`src/hw/ramio_config.svh`:
```
/*
  build constants for the memory and I/O bridge
  I/O register addresses, word RAM depth and UART bit timing
*/
`ifndef RAMIO_CONFIG_SVH
`define RAMIO_CONFIG_SVH

// ------------------------------
// I/O map at the top of the address space
// ------------------------------
// lower nibble drives the LEDs, 0 is on
`define RAMIO_ADDR_LED 32'hffff_fffc
// reads all ones while the transmitter is idle
`define RAMIO_ADDR_UART_OUT 32'hffff_fff8
// reads all ones when nothing received, cleared by a read
`define RAMIO_ADDR_UART_IN 32'hffff_fff4

// word RAM depth in 32-bit words
`define RAMIO_RAM_WORDS 256

// clock cycles per serial bit, kept short in this build
`define RAMIO_UART_CLKS_PER_BIT 8

`endif

```
`src/hw/uart_pkg.sv`:
```
/*
  serial frame phases shared by transmitter and receiver
*/
package uart_pkg;

  // ------------------------------
  // 8N1 frame: start, 8 data bits, stop
  // ------------------------------
  typedef enum logic [1:0] {
    PH_IDLE  = 2'd0,
    PH_START = 2'd1,
    PH_DATA  = 2'd2,
    PH_STOP  = 2'd3
  } uart_phase_e;

endpackage

```
`src/hw/uart_rx.sv`:
```
/*
  8N1 serial receiver
  two-flop input sync, mid-bit sampling, go/data_ready handshake
*/
`timescale 1ns/10ps
`include "ramio_config.svh"

module uart_rx import uart_pkg::*; (
  input  logic       clk,
  input  logic       rst_n,
  input  logic       rx,
  input  logic       go,
  output logic [7:0] data,
  output logic       data_ready
);

  localparam int CPB   = `RAMIO_UART_CLKS_PER_BIT;
  localparam int CNT_W = $clog2(CPB + 1);

  uart_phase_e      phase;
  logic [CNT_W-1:0] clk_cnt;
  logic [2:0]       bit_cnt;
  logic             rx_meta;
  logic             rx_sync;
  logic             rx_prev;
  logic             bit_end;
  logic             half_end;

  assign bit_end  = (clk_cnt == CNT_W'(CPB - 1));
  assign half_end = (clk_cnt == CNT_W'(CPB / 2 - 1));

  // line idles high
  always_ff @(posedge clk) begin
    if (!rst_n) begin
      rx_meta <= 1'b1;
      rx_sync <= 1'b1;
      rx_prev <= 1'b1;
    end else begin
      rx_meta <= rx;
      rx_sync <= rx_meta;
      rx_prev <= rx_sync;
    end
  end

  always_ff @(posedge clk) begin
    if (!rst_n) begin
      phase      <= PH_IDLE;
      clk_cnt    <= '0;
      bit_cnt    <= '0;
      data_ready <= 1'b0;
    end else if (!go) begin
      // acknowledge, restart hunting for a start edge
      phase      <= PH_IDLE;
      clk_cnt    <= '0;
      data_ready <= 1'b0;
    end else begin
      clk_cnt <= clk_cnt + 1'b1;
      case (phase)
        PH_IDLE: begin
          clk_cnt <= '0;
          if (!data_ready && rx_prev && !rx_sync) phase <= PH_START;
        end
        PH_START: begin
          // middle of start bit, a glitch sends us back to idle
          if (half_end) begin
            clk_cnt <= '0;
            bit_cnt <= '0;
            phase   <= rx_sync ? PH_IDLE : PH_DATA;
          end
        end
        PH_DATA: begin
          if (bit_end) begin
            clk_cnt <= '0;
            data    <= {rx_sync, data[7:1]};
            bit_cnt <= bit_cnt + 1'b1;
            if (bit_cnt == 3'd7) phase <= PH_STOP;
          end
        end
        PH_STOP: begin
          if (bit_end) begin
            // framing error drops the byte
            data_ready <= rx_sync;
            phase      <= PH_IDLE;
          end
        end
        default: phase <= PH_IDLE;
      endcase
    end
  end

endmodule

```
`config.mk`:
```
export PLATFORM = sky130hd
export DESIGN_NAME = uart_rx
export DESIGN_NICKNAME = d
export VERILOG_FILES = /design/src/hw/uart_pkg.sv /design/src/hw/uart_rx.sv
export VERILOG_INCLUDE_DIRS = /design/src /design/src/hw
export SDC_FILE = /design/constraint.sdc
export NUM_CORES = 1
export LEC_CHECK = 0
export BUFFER_PORTS_ARGS = -buffer_cell sky130_fd_sc_hd__clkbuf_2
export CAP_MARGIN = 20
export CORE_MARGIN = 2
export CORE_UTILIZATION = 25
export DETAILED_ROUTE_END_ITERATION = 16
export SLEW_MARGIN = 10
export SYNTH_ARGS = -nofsm -noshare
export SYNTH_HDL_FRONTEND = slang
export SYNTH_SLANG_ARGS = --single-unit
```
`constraint.sdc`:
```
create_clock -name clk -period 2.55 [get_ports clk]
set_input_delay 0.765 -clock clk [delete_from_list [all_inputs] [get_ports clk]]
set_output_delay 0.765 -clock clk [all_outputs]
set_load 0.01 [all_outputs]
```
; ---- Word-level counts from Yosys, hierarchy flattened
; Index checks and enable logic that the tools add are counted.
[op_classes]
addsub = 2
n_eq_ne = 11
muxes = 13
reduce_logical = 11
[op_table]
columns = operator, count
row1 = 2-to-1 mux 2 bit, 6
row2 = one-hot mux 4 bit (3 select lines), 1
row3 = "!= test 2 bit, second input constant", 5
row4 = 2-to-1 mux 4 bit, 2
row5 = one-hot mux 2 bit (4 select lines), 1
row6 = AND reduction 4 bit, 2
row7 = 2-to-1 mux 3 bit, 2
row8 = one-hot mux 3 bit (2 select lines), 1
row9 = AND reduction 5 bit, 1
row10 = "adder 4 x 1 -> 4 bit, second input constant", 1
row11 = "equality test 2 bit, second input constant", 2
row12 = "equality test 4 x 2 -> 1 bit, second input constant", 1
row13 = "equality test 4 x 3 -> 1 bit, second input constant", 1
row14 = AND reduction 2 bit, 2
row15 = "adder 3 x 1 -> 3 bit, second input constant", 1
row16 = "equality test 3 bit, second input constant", 1
row17 = "equality test 2 x 1 -> 1 bit, second input constant", 1
row18 = logical AND 1 bit, 2
row19 = zero test 1 bit, 2
row20 = zero test 2 bit, 1
row21 = nonzero test 2 bit, 1
[word_totals]
regBits = 21
input_bits = 4
output_inout_bits = 9
word_cells = 45

; ---- Depth between registers and ports, before layout
; Gate-level depths: netlist (run 1).
[depth]
ltp_word = 5
mapped_depth = 4
ltp_nobuf = 4

; ---- Worst setup path before layout (run 1)
; Ideal clock, no wire load.
[synth_path]
path_type = input-to-reg
startpoint = input port rst_n
endpoint = register data[0], enable pin
setup_ns = 0.385
arrival_time_ns = 1.782
required_time_ns = 2.165
setup_slack_ns = 0.383
stages = 3
path_buffers = 1
cell_sequence = buf_2 -> nand2_1 -> nor3b_1
[synth_between]
elab_chain_cells = 1
[synth_lines]
columns = item, line_no
row1 = "start, declared", uart_rx.sv:10  ; input logic rst_n,
row2 = AND reduction 4 bit (no source line), -
row3 = "end signal, assigned", uart_rx.sv:74  ; data <= {rx_sync, data[7:1]};
row4 = "end, declared", uart_rx.sv:13  ; output logic [7:0] data,
; No other way between the ends.
; A chain may end at the register's enable or synchronous reset.

; ---- Final worst setup path (run 1)
[layout_path]
startpoint = register clk_cnt[0]
endpoint = register data[0], enable pin
[layout_between]
elab_chain_cells = 2
[layout_lines]
columns = item, line_no
row1 = "start, declared", uart_rx.sv:21  ; logic [CNT_W-1:0] clk_cnt;
row2 = "start signal, assigned", uart_rx.sv:57  ; clk_cnt <= clk_cnt + 1'b1;
row3 = equality test 4 x 3 -> 1 bit, uart_rx.sv:29  ; assign bit_end = (clk_cnt == CNT_W'(CPB - 1));
row4 = AND reduction 4 bit (no source line), -
; No other way between the ends.

==> out/results.txt, run 1 <==
Status: finished, final reports clean
GR peak layer: met2
Vias after detailed routing: 567
Placeable Area: 3360 µm²
Unrepaired setup endpoints after global routing: false
Met2 Usage GRT: 12.4%
Clk root buf: clkbuf_4
Critical Path RT: 2560 ps
Arrival @ worst endpoint: 1630 ps
Worst vdd ir: 0.107 mV
Filler cell count: 367
Setup Total Neg Slack: 0 ps
Global route total overflow: 0
Initial Utilization: 26.3%
Antenna Nets Post-Route: 0
Vias/cell: 4.36
Period minus WS final: 1620 ps
FMAX: 616 MHz
DP Area: 982 µm²
HP Start: rx_meta
Unique masters post-synth: 33
Leak: 0.391 nW
Max-cap violations: 0
Global Route met1 Usage: 8.25%
Most common cell after layout, fill and taps aside: dfxtp_1
Setup Skew: 14.7 ps
Hold WC Path Type: flip-flop to flip-flop
Chip Height: 63.5 µm
Area grow syn2layout: 14.0%
Final worst-path cycle share: 63.7%
Hold depth: 1
Vias in the first global route: 530
Total Power: 0.000515 W
CP Capture Type: flip-flop
First-pass GRT wire length: 2380 µm
Drt wl/cell: 10.2 µm
Rel. slew slack: 71.2%
I/O Buffers: 12
Cells after synthesis: 71
Syn_nets: 78
Number of setup violations in the final report: 0
Post-DP HPWL: 1010 µm
GP Congestion: 0.698
Skew-Pair Late Insertion Delay: 300 ps
WL final: 1320 µm
Max Fanout on Critical Path: 8
Pint: 0.000412 W
CTS Hold Buffers Added: 0
Clock network fraction of total power: 29.4%
Finished Layout Cells: 130
R2r endpoint: data[0]
CTS Buf Count: 3
I/O pin cnt: 13
Most frequent cells in the layout: 13 x dfxtp_1, 12 x clkbuf_2, 8 x edfxtp_1
Seq pwr share: 68.0%
Max Buffers Root-to-Sink: 2
DRC: 0
Synthesized area per cell: 12.5 µm²
R2r worst-path depth: 4
Net switching power: 0.000103 W
Die ar.: 4040 µm²
YS warnings: 0
Multi-input gate area in the final layout: 353 µm²
R2R Path Start: clk_cnt[0]
Comb pwr share: 2.5%
Kind of start point of the critical path: flip-flop
H-tree depth: 1
CTS tree: done
Synthesized flop and latch total: 21
Global Route met3 Usage: 4.11%
Largest net degree at the start of global routing: 13
GRT Total Usage: 7.42%
Number of post-CTS setup repair buffers: 0
Kind of critical path: flip-flop to flip-flop
DIE WIDTH: 63.5 µm
Share of cells above drive strength 1: 28.6%
Diode count: 0
Initial antenna violation count: 0
DRT iter0 DRCs: 43
Netlist Area Pre-Place: 886 µm²
Hold Path End: rx_sync
Rows: 21
FF/Latch Area: 500 µm²
Nets: 92
Slew at the pin closest to its max-slew limit: 432 ps
Clock transition at the registers of the reported paths: 120 ps
Pwr Density: 510 nW/µm²
Sequential share of the synthesized area: 56.5%
Switching Fraction: 20.0%
Post-Place Cells: 126
First-pass DRT Iterations: 4
R2R Setup Slk: 930 ps
Clk sinks: 21
Resized Gates After CTS: 0
Fin. Hold Viols: 0
Slew Limit Fails: 0
Final Cell Area: 1010 µm²
==> Yosys cell counts (all sizes together) <==
| cell type | number | area share (%) |
|---|---|---|
| nand2b | 4 | 2.8 |
| nor3 | 3 | 2.8 |
| ha | 3 | 4.2 |
| nand2 | 7 | 3.0 |
| a211oi | 1 | 0.85 |
| nor2b | 1 | 0.71 |
| nand3 | 2 | 1.1 |
| and2b | 1 | 0.85 |
| a21o | 1 | 0.85 |
| a31oi | 1 | 0.71 |
| xor2 | 1 | 0.99 |
| or3b | 1 | 1.3 |
| and4b | 1 | 1.1 |
| buf | 4 | 3.2 |
| and3b | 1 | 0.99 |
| nand4 | 1 | 0.71 |
| dfxtp | 13 | 29 |
| a21oi | 3 | 3.0 |
| a311oi | 2 | 2.7 |
| o22ai | 3 | 2.1 |
| edfxtp | 8 | 27 |
| o211a | 1 | 1.1 |
| a21bo | 1 | 1.1 |
| xnor2 | 2 | 2.0 |
| inv | 1 | 0.42 |
| nor3b | 3 | 3.1 |
| nor4b | 1 | 1.7 |
==> sequential cells by signal (all words and copies together) (netlist names), named ones only <==
signal	cells
data	8
clk_cnt	4
bit_cnt	3
data_ready	1
phase	1
rx_meta	1
rx_prev	1
rx_sync	1
==> power by group through the flow <==
| stage | logic (W) | registers, W | clock network [W] |
|---|---|---|---|
| 6_report | 0.0000131 | 0.000350 | 0.000152 |
| 5_1_grt | 0.0000150 | 0.000351 | 0.000184 |
| 4_1_cts | 0.0000132 | 0.000350 | 0.000163 |
| 3_5_place_dp | 0.0000131 | 0.000358 | 0 |
| 3_3_place_gp | 0.0000127 | 0.000358 | 0 |
| 2_1_floorplan | 0.0000108 | 0.000356 | 0 |
==> layout make-up <==
cell class / count / share of cell area, %
Sequential cell: 21 / 49.6
Multi-Input combinational cell: 45 / 34.9
Timing Repair Buffer: 13 / 6.69
Tap cell: 46 / 5.70
Clock buffer: 3 / 2.23
Clock inverter: 1 / 0.496
Inverter: 1 / 0.372
==> worst max path at each step <==
stage | start | endpoint | cells past startpoint
2_1_floorplan | rst_n | data[0] | 3
5_1_grt | clk_cnt[0] | data[2] | 4
3_3_place_gp | rst_n | data[7] | 4
3_5_place_dp | rst_n | data[7] | 4
6_report | clk_cnt[0] | data[0] | 4
4_1_cts | data_ready | data_ready | 1
==> metal layers <==
| layer | wire, µm | share of wire, % |
|---|---|---|
| met1 | 602 | 46 |
| met2 | 627 | 48 |
| met3 | 76 | 5.8 |
| met4 | 13 | 0.98 |
| met5 | 0 | 0 |
==> worst max-delay path: stages, from the launching register on <==
cell and delay (ps):
dfxtp_1 390, ha_1 260, and4b_1 280, nor3b_1 200
buf_4 200
==> cell families (layout without fill, tap and decap cells) <==
group	count (synthesis)	count (layout)	synth area share (%)
XOR/XNOR	3	3	2.97
adder cells (fa/ha/maj)	3	3	4.24
AND/OR/NAND/NOR	26	26	20.2
buffers and inverters	5	18	3.67
flip-flops	21	21	56.5
AO/OA/AOI/OAI	13	13	12.4
==> stage by stage <==
stage / worst slack [ps] / hold slack, ps / utilization (%)
5_1_grt: 832 / 464 / 30.0
6_report: 927 / 432 / 30.0
3_5_place_dp: 680 / 411 / 29.2
3_3_place_gp: 716 / 401 / 29.2
2_1_floorplan: 383 / 386 / -
4_1_cts: 901 / 446 / 30.0
(Power assumes the default switching activity.)
==> run 2, diff against run 1 <==
clock period = 1.6 ns   (was 2.55 ns; I/O delays follow)
==> out/results.txt, run 2 (same netlist as run 1, synthesis figures left out) <==
Status: finished, final reports clean (unchanged)
Kind of critical path: flip-flop to flip-flop (unchanged)
Number of setup violations in the final report: 0 (unchanged)
Largest net degree at the start of global routing: 13 (unchanged)
Arrival @ worst endpoint: 1500 ps (was 1630 ps)
I/O pin cnt: 13 (unchanged)
Nets: 99 (was 92)
Largest registers: data (8), clk_cnt (4), bit_cnt (3) (unchanged)
GP Congestion: 0.717 (was 0.698)
Leak: 0.429 nW (was 0.391 nW)
Max Buffers Root-to-Sink: 2 (unchanged)
Final worst-path cycle share: 92.2% (was 63.7%)
Setup Total Neg Slack: 0 ps (unchanged)
Most frequent cells in the layout: 13 x dfxtp_1, 12 x clkbuf_2, 8 x edfxtp_1, 8 x buf_4, 7 x nand2_1 (was 13 x dfxtp_1, 12 x clkbuf_2, 8 x edfxtp_1)
Drt wl/cell: 10.7 µm (was 10.2 µm)
Pwr Density: 779 nW/µm² (was 510 nW/µm²)
Initial Utilization: 26.3% (unchanged)
Vias/cell: 4.39 (was 4.36)
Skew-Pair Late Insertion Delay: 300 ps (about the same)
Top reg by flops: data (unchanged)
Slew at the pin closest to its max-slew limit: 391 ps (was 432 ps)
Max-cap violations: 0 (unchanged)
Vias after detailed routing: 602 (was 567)
Die ar.: 4040 µm² (unchanged)
Setup WS pre-CTS: 144 ps (was 680 ps)
CTS Buf Count: 3 (unchanged)
WL final: 1460 µm (was 1320 µm)
CTS tree: done (unchanged)
Chip Height: 63.5 µm (unchanged)
Hold WC Path Type: input port to flip-flop (was flip-flop to flip-flop)
Clk sinks: 21 (unchanged)
Filler cell count: 374 (was 367)
Placeable Area: 3360 µm² (unchanged)
Unrepaired setup endpoints after global routing: false (unchanged)
H-tree depth: 1 (unchanged)
Fin. Hold Viols: 0 (unchanged)
Hold WS: 370 ps (was 432 ps)
Vias in the first global route: 588 (was 530)
Rows: 21 (unchanged)
Post-DP HPWL: 1160 µm (was 1010 µm)
CP Capture Type: flip-flop (unchanged)
Most common cell after layout, fill and taps aside: dfxtp_1 (unchanged)
FMAX: 678 MHz (was 616 MHz)
Resized Gates After CTS: 0 (unchanged)
Global route total overflow: 0 (unchanged)
Share of cells above drive strength 1: 35.2% (was 28.6%)
CTS Hold Buffers Added: 0 (unchanged)
DRT iter0 DRCs: 10 (was 43)
Area grow syn2layout: 21.2% (was 14.0%)
Setup Skew: 11.0 ps (was 14.7 ps)
GRT Total Usage: 8.21% (was 7.42%)
Worst vdd ir: 0.220 mV (was 0.107 mV)
Clk root buf: clkbuf_4 (unchanged)
Clock transition at the registers of the reported paths: 120 ps (about the same)
Rel. slew slack: 73.9% (was 71.2%)
Kind of start point of the critical path: flip-flop (unchanged)
Diode count: 0 (unchanged)
Antenna Nets Post-Route: 0 (unchanged)
Final setup margin: 125 ps (was 927 ps)
Initial antenna violation count: 0 (unchanged)
DIE WIDTH: 63.5 µm (unchanged)
First-pass DRT Iterations: 2 (was 4)
Period minus WS final: 1480 ps (was 1620 ps)
Critical Path RT: 1630 ps (was 2560 ps)
I/O Buffers: 12 (unchanged)
Slew Limit Fails: 0 (unchanged)
First-pass GRT wire length: 2620 µm (was 2380 µm)
Number of post-CTS setup repair buffers: 0 (unchanged)
Max Fanout on Critical Path: 4 (was 8)
Number of flip-flops in the largest register: 8 (unchanged)
DRC: 0 (unchanged)
[run 2: cell count changes in the layout (fill, tap and decap cells not counted), sizes merged]
cell,before,now
buf,1,8
[run 2: path summary, 6_finish.rpt]
path | startpoint | to | slack (ps) | depth (start not counted)
worst max-delay path | clk_cnt[0] | data[4] | 120 | 4
worst min register to register | rx_meta | rx_sync | 430 | 1
worst min-delay path | rx | rx_meta | 370 | 2
worst max register to register | clk_cnt[0] | data[4] | 120 | 4
[run 2: worst max-delay path, stage by stage (launching register included)]
cell and delay [ps]:
dfxtp_1 390, ha_1 180, and4b_1 260, nor3b_4 210
buf_4 160
[run 2: where the power goes]
group          internal [W]  switching (W)
clock             0.0000932       0.000157
sequential         0.000554     0.00000375
combinational     0.0000127      0.0000150
total              0.000660       0.000176
[run 2: layer usage]
metal | vias to the layer above | track usage [%] | part of all wire [%]
li1 | 301 | - | -
met1 | 286 | 8.38 | 44
met2 | 15 | 15.3 | 51
met3 | 0 | 3.75 | 5.1
met4 | 0 | 1.63 | 0
met5 | - | 0 | 0
[run 2: cell type report]
cell class	instances	area (µm²)	share of cell area, %
clock buffer	3	22.5	2.10
tap	46	57.6	5.36
timing repair buffer	20	120	11.2
clock inverter	1	5.00	0.466
inverter	1	3.75	0.350
sequential	21	500	46.6
multi-input combinational	45	364	33.9
[run 2: metrics by stage]
stage / cell area, µm² / util [%] / std cells / power, W
after floorplan: 897 / - / 71 / 0.000586
after global placement: 1050 / 31.1 / 133 / 0.000597
after detailed placement: 1050 / 31.1 / 133 / 0.000598
after CTS: 1070 / 31.9 / 137 / 0.000846
after global routing: 1070 / 31.9 / 137 / 0.000877
final: 1070 / 31.9 / 137 / 0.000836
==> run 3, diff against run 2 <==
RECOVER_POWER = 50   (was not set)
clock period = 1.7 ns   (was 1.6 ns; I/O delays follow)
==> out/results.txt, run 3 (same netlist as run 1, synthesis figures left out) <==
Largest registers: data (8), clk_cnt (4), bit_cnt (3) (unchanged)
Setup Skew: 5.67 ps (was 11.0 ps)
Placeable Area: 3360 µm² (unchanged)
I/O pin cnt: 13 (unchanged)
Met2 Usage GRT: 13.8% (was 15.3%)
Setup WS pre-CTS: 173 ps (was 144 ps)
GP Congestion: 0.694 (was 0.717)
Post-Place Cells: 130 (was 133)
CP Capture Type: flip-flop (unchanged)
Max Buffers Root-to-Sink: 2 (unchanged)
Slew Limit Fails: 0 (unchanged)
Hold WC Path Type: input port to flip-flop (unchanged)
Skew-Pair Late Insertion Delay: 310 ps (was 300 ps)
First-pass DRT Iterations: 4 (was 2)
Largest net degree at the start of global routing: 13 (unchanged)
Number of flip-flops in the largest register: 8 (unchanged)
Die ar.: 4040 µm² (unchanged)
Most common cell after layout, fill and taps aside: dfxtp_1 (unchanged)
Initial antenna violation count: 0 (unchanged)
Max-cap violations: 0 (unchanged)
Seq pwr share: 66.6% (was 66.7%)
Hold WS: 380 ps (was 370 ps)
Net switching power: 0.000165 W (was 0.000176 W)
Most frequent cells in the layout: 13 x dfxtp_1, 8 x edfxtp_1, 7 x nand2_1, 7 x clkbuf_1, 7 x clkbuf_2 (was 13 x dfxtp_1, 12 x clkbuf_2, 8 x edfxtp_1, 8 x buf_4, 7 x nand2_1)
Unrepaired setup endpoints after global routing: false (unchanged)
Initial Utilization: 26.3% (unchanged)
Vias in the first global route: 583 (was 588)
FMAX: 650 MHz (was 678 MHz)
Top reg by flops: data (unchanged)
Worst vdd ir: 0.224 mV (was 0.220 mV)
Kind of critical path: flip-flop to flip-flop (unchanged)
Vias/cell: 4.45 (was 4.39)
H-tree depth: 1 (unchanged)
Pint: 0.000623 W (was 0.000660 W)
CTS tree: done (unchanged)
I/O Buffers: 12 (unchanged)
Status: finished, final reports clean (unchanged)
Resized Gates After CTS: 0 (unchanged)
Comb pwr share: 2.9% (was 3.3%)
Area grow syn2layout: 16.7% (was 21.2%)
DIE WIDTH: 63.5 µm (unchanged)
Leak: 0.391 nW (was 0.429 nW)
Setup Total Neg Slack: 0 ps (unchanged)
Chip Height: 63.5 µm (unchanged)
Global Route met3 Usage: 2.32% (was 3.75%)
CTS Hold Buffers Added: 0 (unchanged)
Diode count: 0 (unchanged)
Antenna Nets Post-Route: 0 (unchanged)
WL final: 1500 µm (was 1460 µm)
Number of setup violations in the final report: 0 (unchanged)
Switching Fraction: 20.9% (was 21.0%)
Share of cells above drive strength 1: 25.0% (was 35.2%)
Final worst-path cycle share: 90.5% (was 92.2%)
Clock transition at the registers of the reported paths: 110 ps (was 120 ps)
Clk sinks: 21 (unchanged)
Critical Path RT: 1730 ps (was 1630 ps)
Max Fanout on Critical Path: 8 (was 4)
Clock network fraction of total power: 30.5% (was 29.9%)
GRT Total Usage: 8.03% (was 8.21%)
Worst Path Buf+Inv: 1 (unchanged)
Slowest library cell on the worst path: dfxtp_1 (unchanged)
Rows: 21 (unchanged)
Finished Layout Cells: 134 (was 137)
Kind of start point of the critical path: flip-flop (unchanged)
Final setup margin: 162 ps (was 125 ps)
Slew at the pin closest to its max-slew limit: 485 ps (was 391 ps)
Number of post-CTS setup repair buffers: 0 (unchanged)
Period minus WS final: 1540 ps (was 1480 ps)
Global Route met1 Usage: 7.96% (was 8.38%)
First-pass GRT wire length: 2440 µm (was 2620 µm)
CP cell instances: ha_1, and4b_1, nor3b_2, buf_4 (was ha_1, and4b_1, nor3b_4, buf_4)
DRC: 0 (unchanged)
DRT iter0 DRCs: 10 (unchanged)
Post-DP HPWL: 1150 µm (was 1160 µm)
Drt wl/cell: 11.2 µm (was 10.7 µm)
Nets: 96 (was 99)
Arrival @ worst endpoint: 1560 ps (was 1500 ps)
Clk root buf: clkbuf_4 (unchanged)
Fin. Hold Viols: 0 (unchanged)
Pwr Density: 763 nW/µm² (was 779 nW/µm²)
Family of cells with the greatest summed delay on the critical path: simple AND/OR/NAND/NOR gates (unchanged)
Global route total overflow: 0 (unchanged)
Rel. slew slack: 67.6% (was 73.9%)
Slowest cell delay on critical path: 390 ps (about the same)
CTS Buf Count: 3 (unchanged)
Vias after detailed routing: 596 (was 602)
GR peak layer: met2 (unchanged)
[run 3: changes by cell type in the layout (fill, tap and decap cells not counted), sizes merged]
cell	before	now
buf	8	4
clkinv	1	0
clkbuf	15	17
[run 3: worst paths after layout]
path / endpoint / slack, ps / startpoint / depth (start not counted)
max: data[5] / 160 / clk_cnt[0] / 4
min: rx_meta / 380 / rx / 2
max reg2reg: data[5] / 160 / clk_cnt[0] / 4
min reg2reg: rx_sync / 430 / rx_meta / 1
[run 3: stage by stage]
stage	power (W)	cell area, µm²	util [%]
finish	0.000788	1030	30.7
global route	0.000822	1030	30.7
CTS	0.000795	1040	31.0
detailed placement	0.000561	1020	30.2
global placement	0.000560	1020	30.2
floorplan	0.000551	891	-
[run 3: worst register-to-register path: stages (launching register included)]
cell and delay (ps):
dfxtp_1 390, ha_1 240, and4b_1 270, nor3b_2 170
buf_4 180
[run 3: power groups by stage]
stage | combinational [W] | sequential, W | clock [W]
3_3_place_gp | 0.0000235 | 0.000537 | 0
4_1_cts | 0.0000242 | 0.000525 | 0.000246
5_1_grt | 0.0000249 | 0.000526 | 0.000271
3_5_place_dp | 0.0000242 | 0.000537 | 0
6_report | 0.0000227 | 0.000525 | 0.000240
2_1_floorplan | 0.0000165 | 0.000534 | 0
[run 3: layout make-up]
type	count	area, µm²
Timing Repair Buffer	17	87.6
Multi-Input combinational cell	45	358
Tap cell	46	57.6
Clock buffer	4	26.3
Inverter	1	3.75
Fill cell	377	2330
Sequential cell	21	500
[run 3: layer usage]
| layer | vias to the layer above | part of all wire [%] |
|---|---|---|
| met5 | - | 0 |
| met1 | 284 | 45 |
| met3 | 3 | 3.7 |
| met4 | 0 | 1.8 |
| li1 | 294 | - |
| met2 | 15 | 50 |
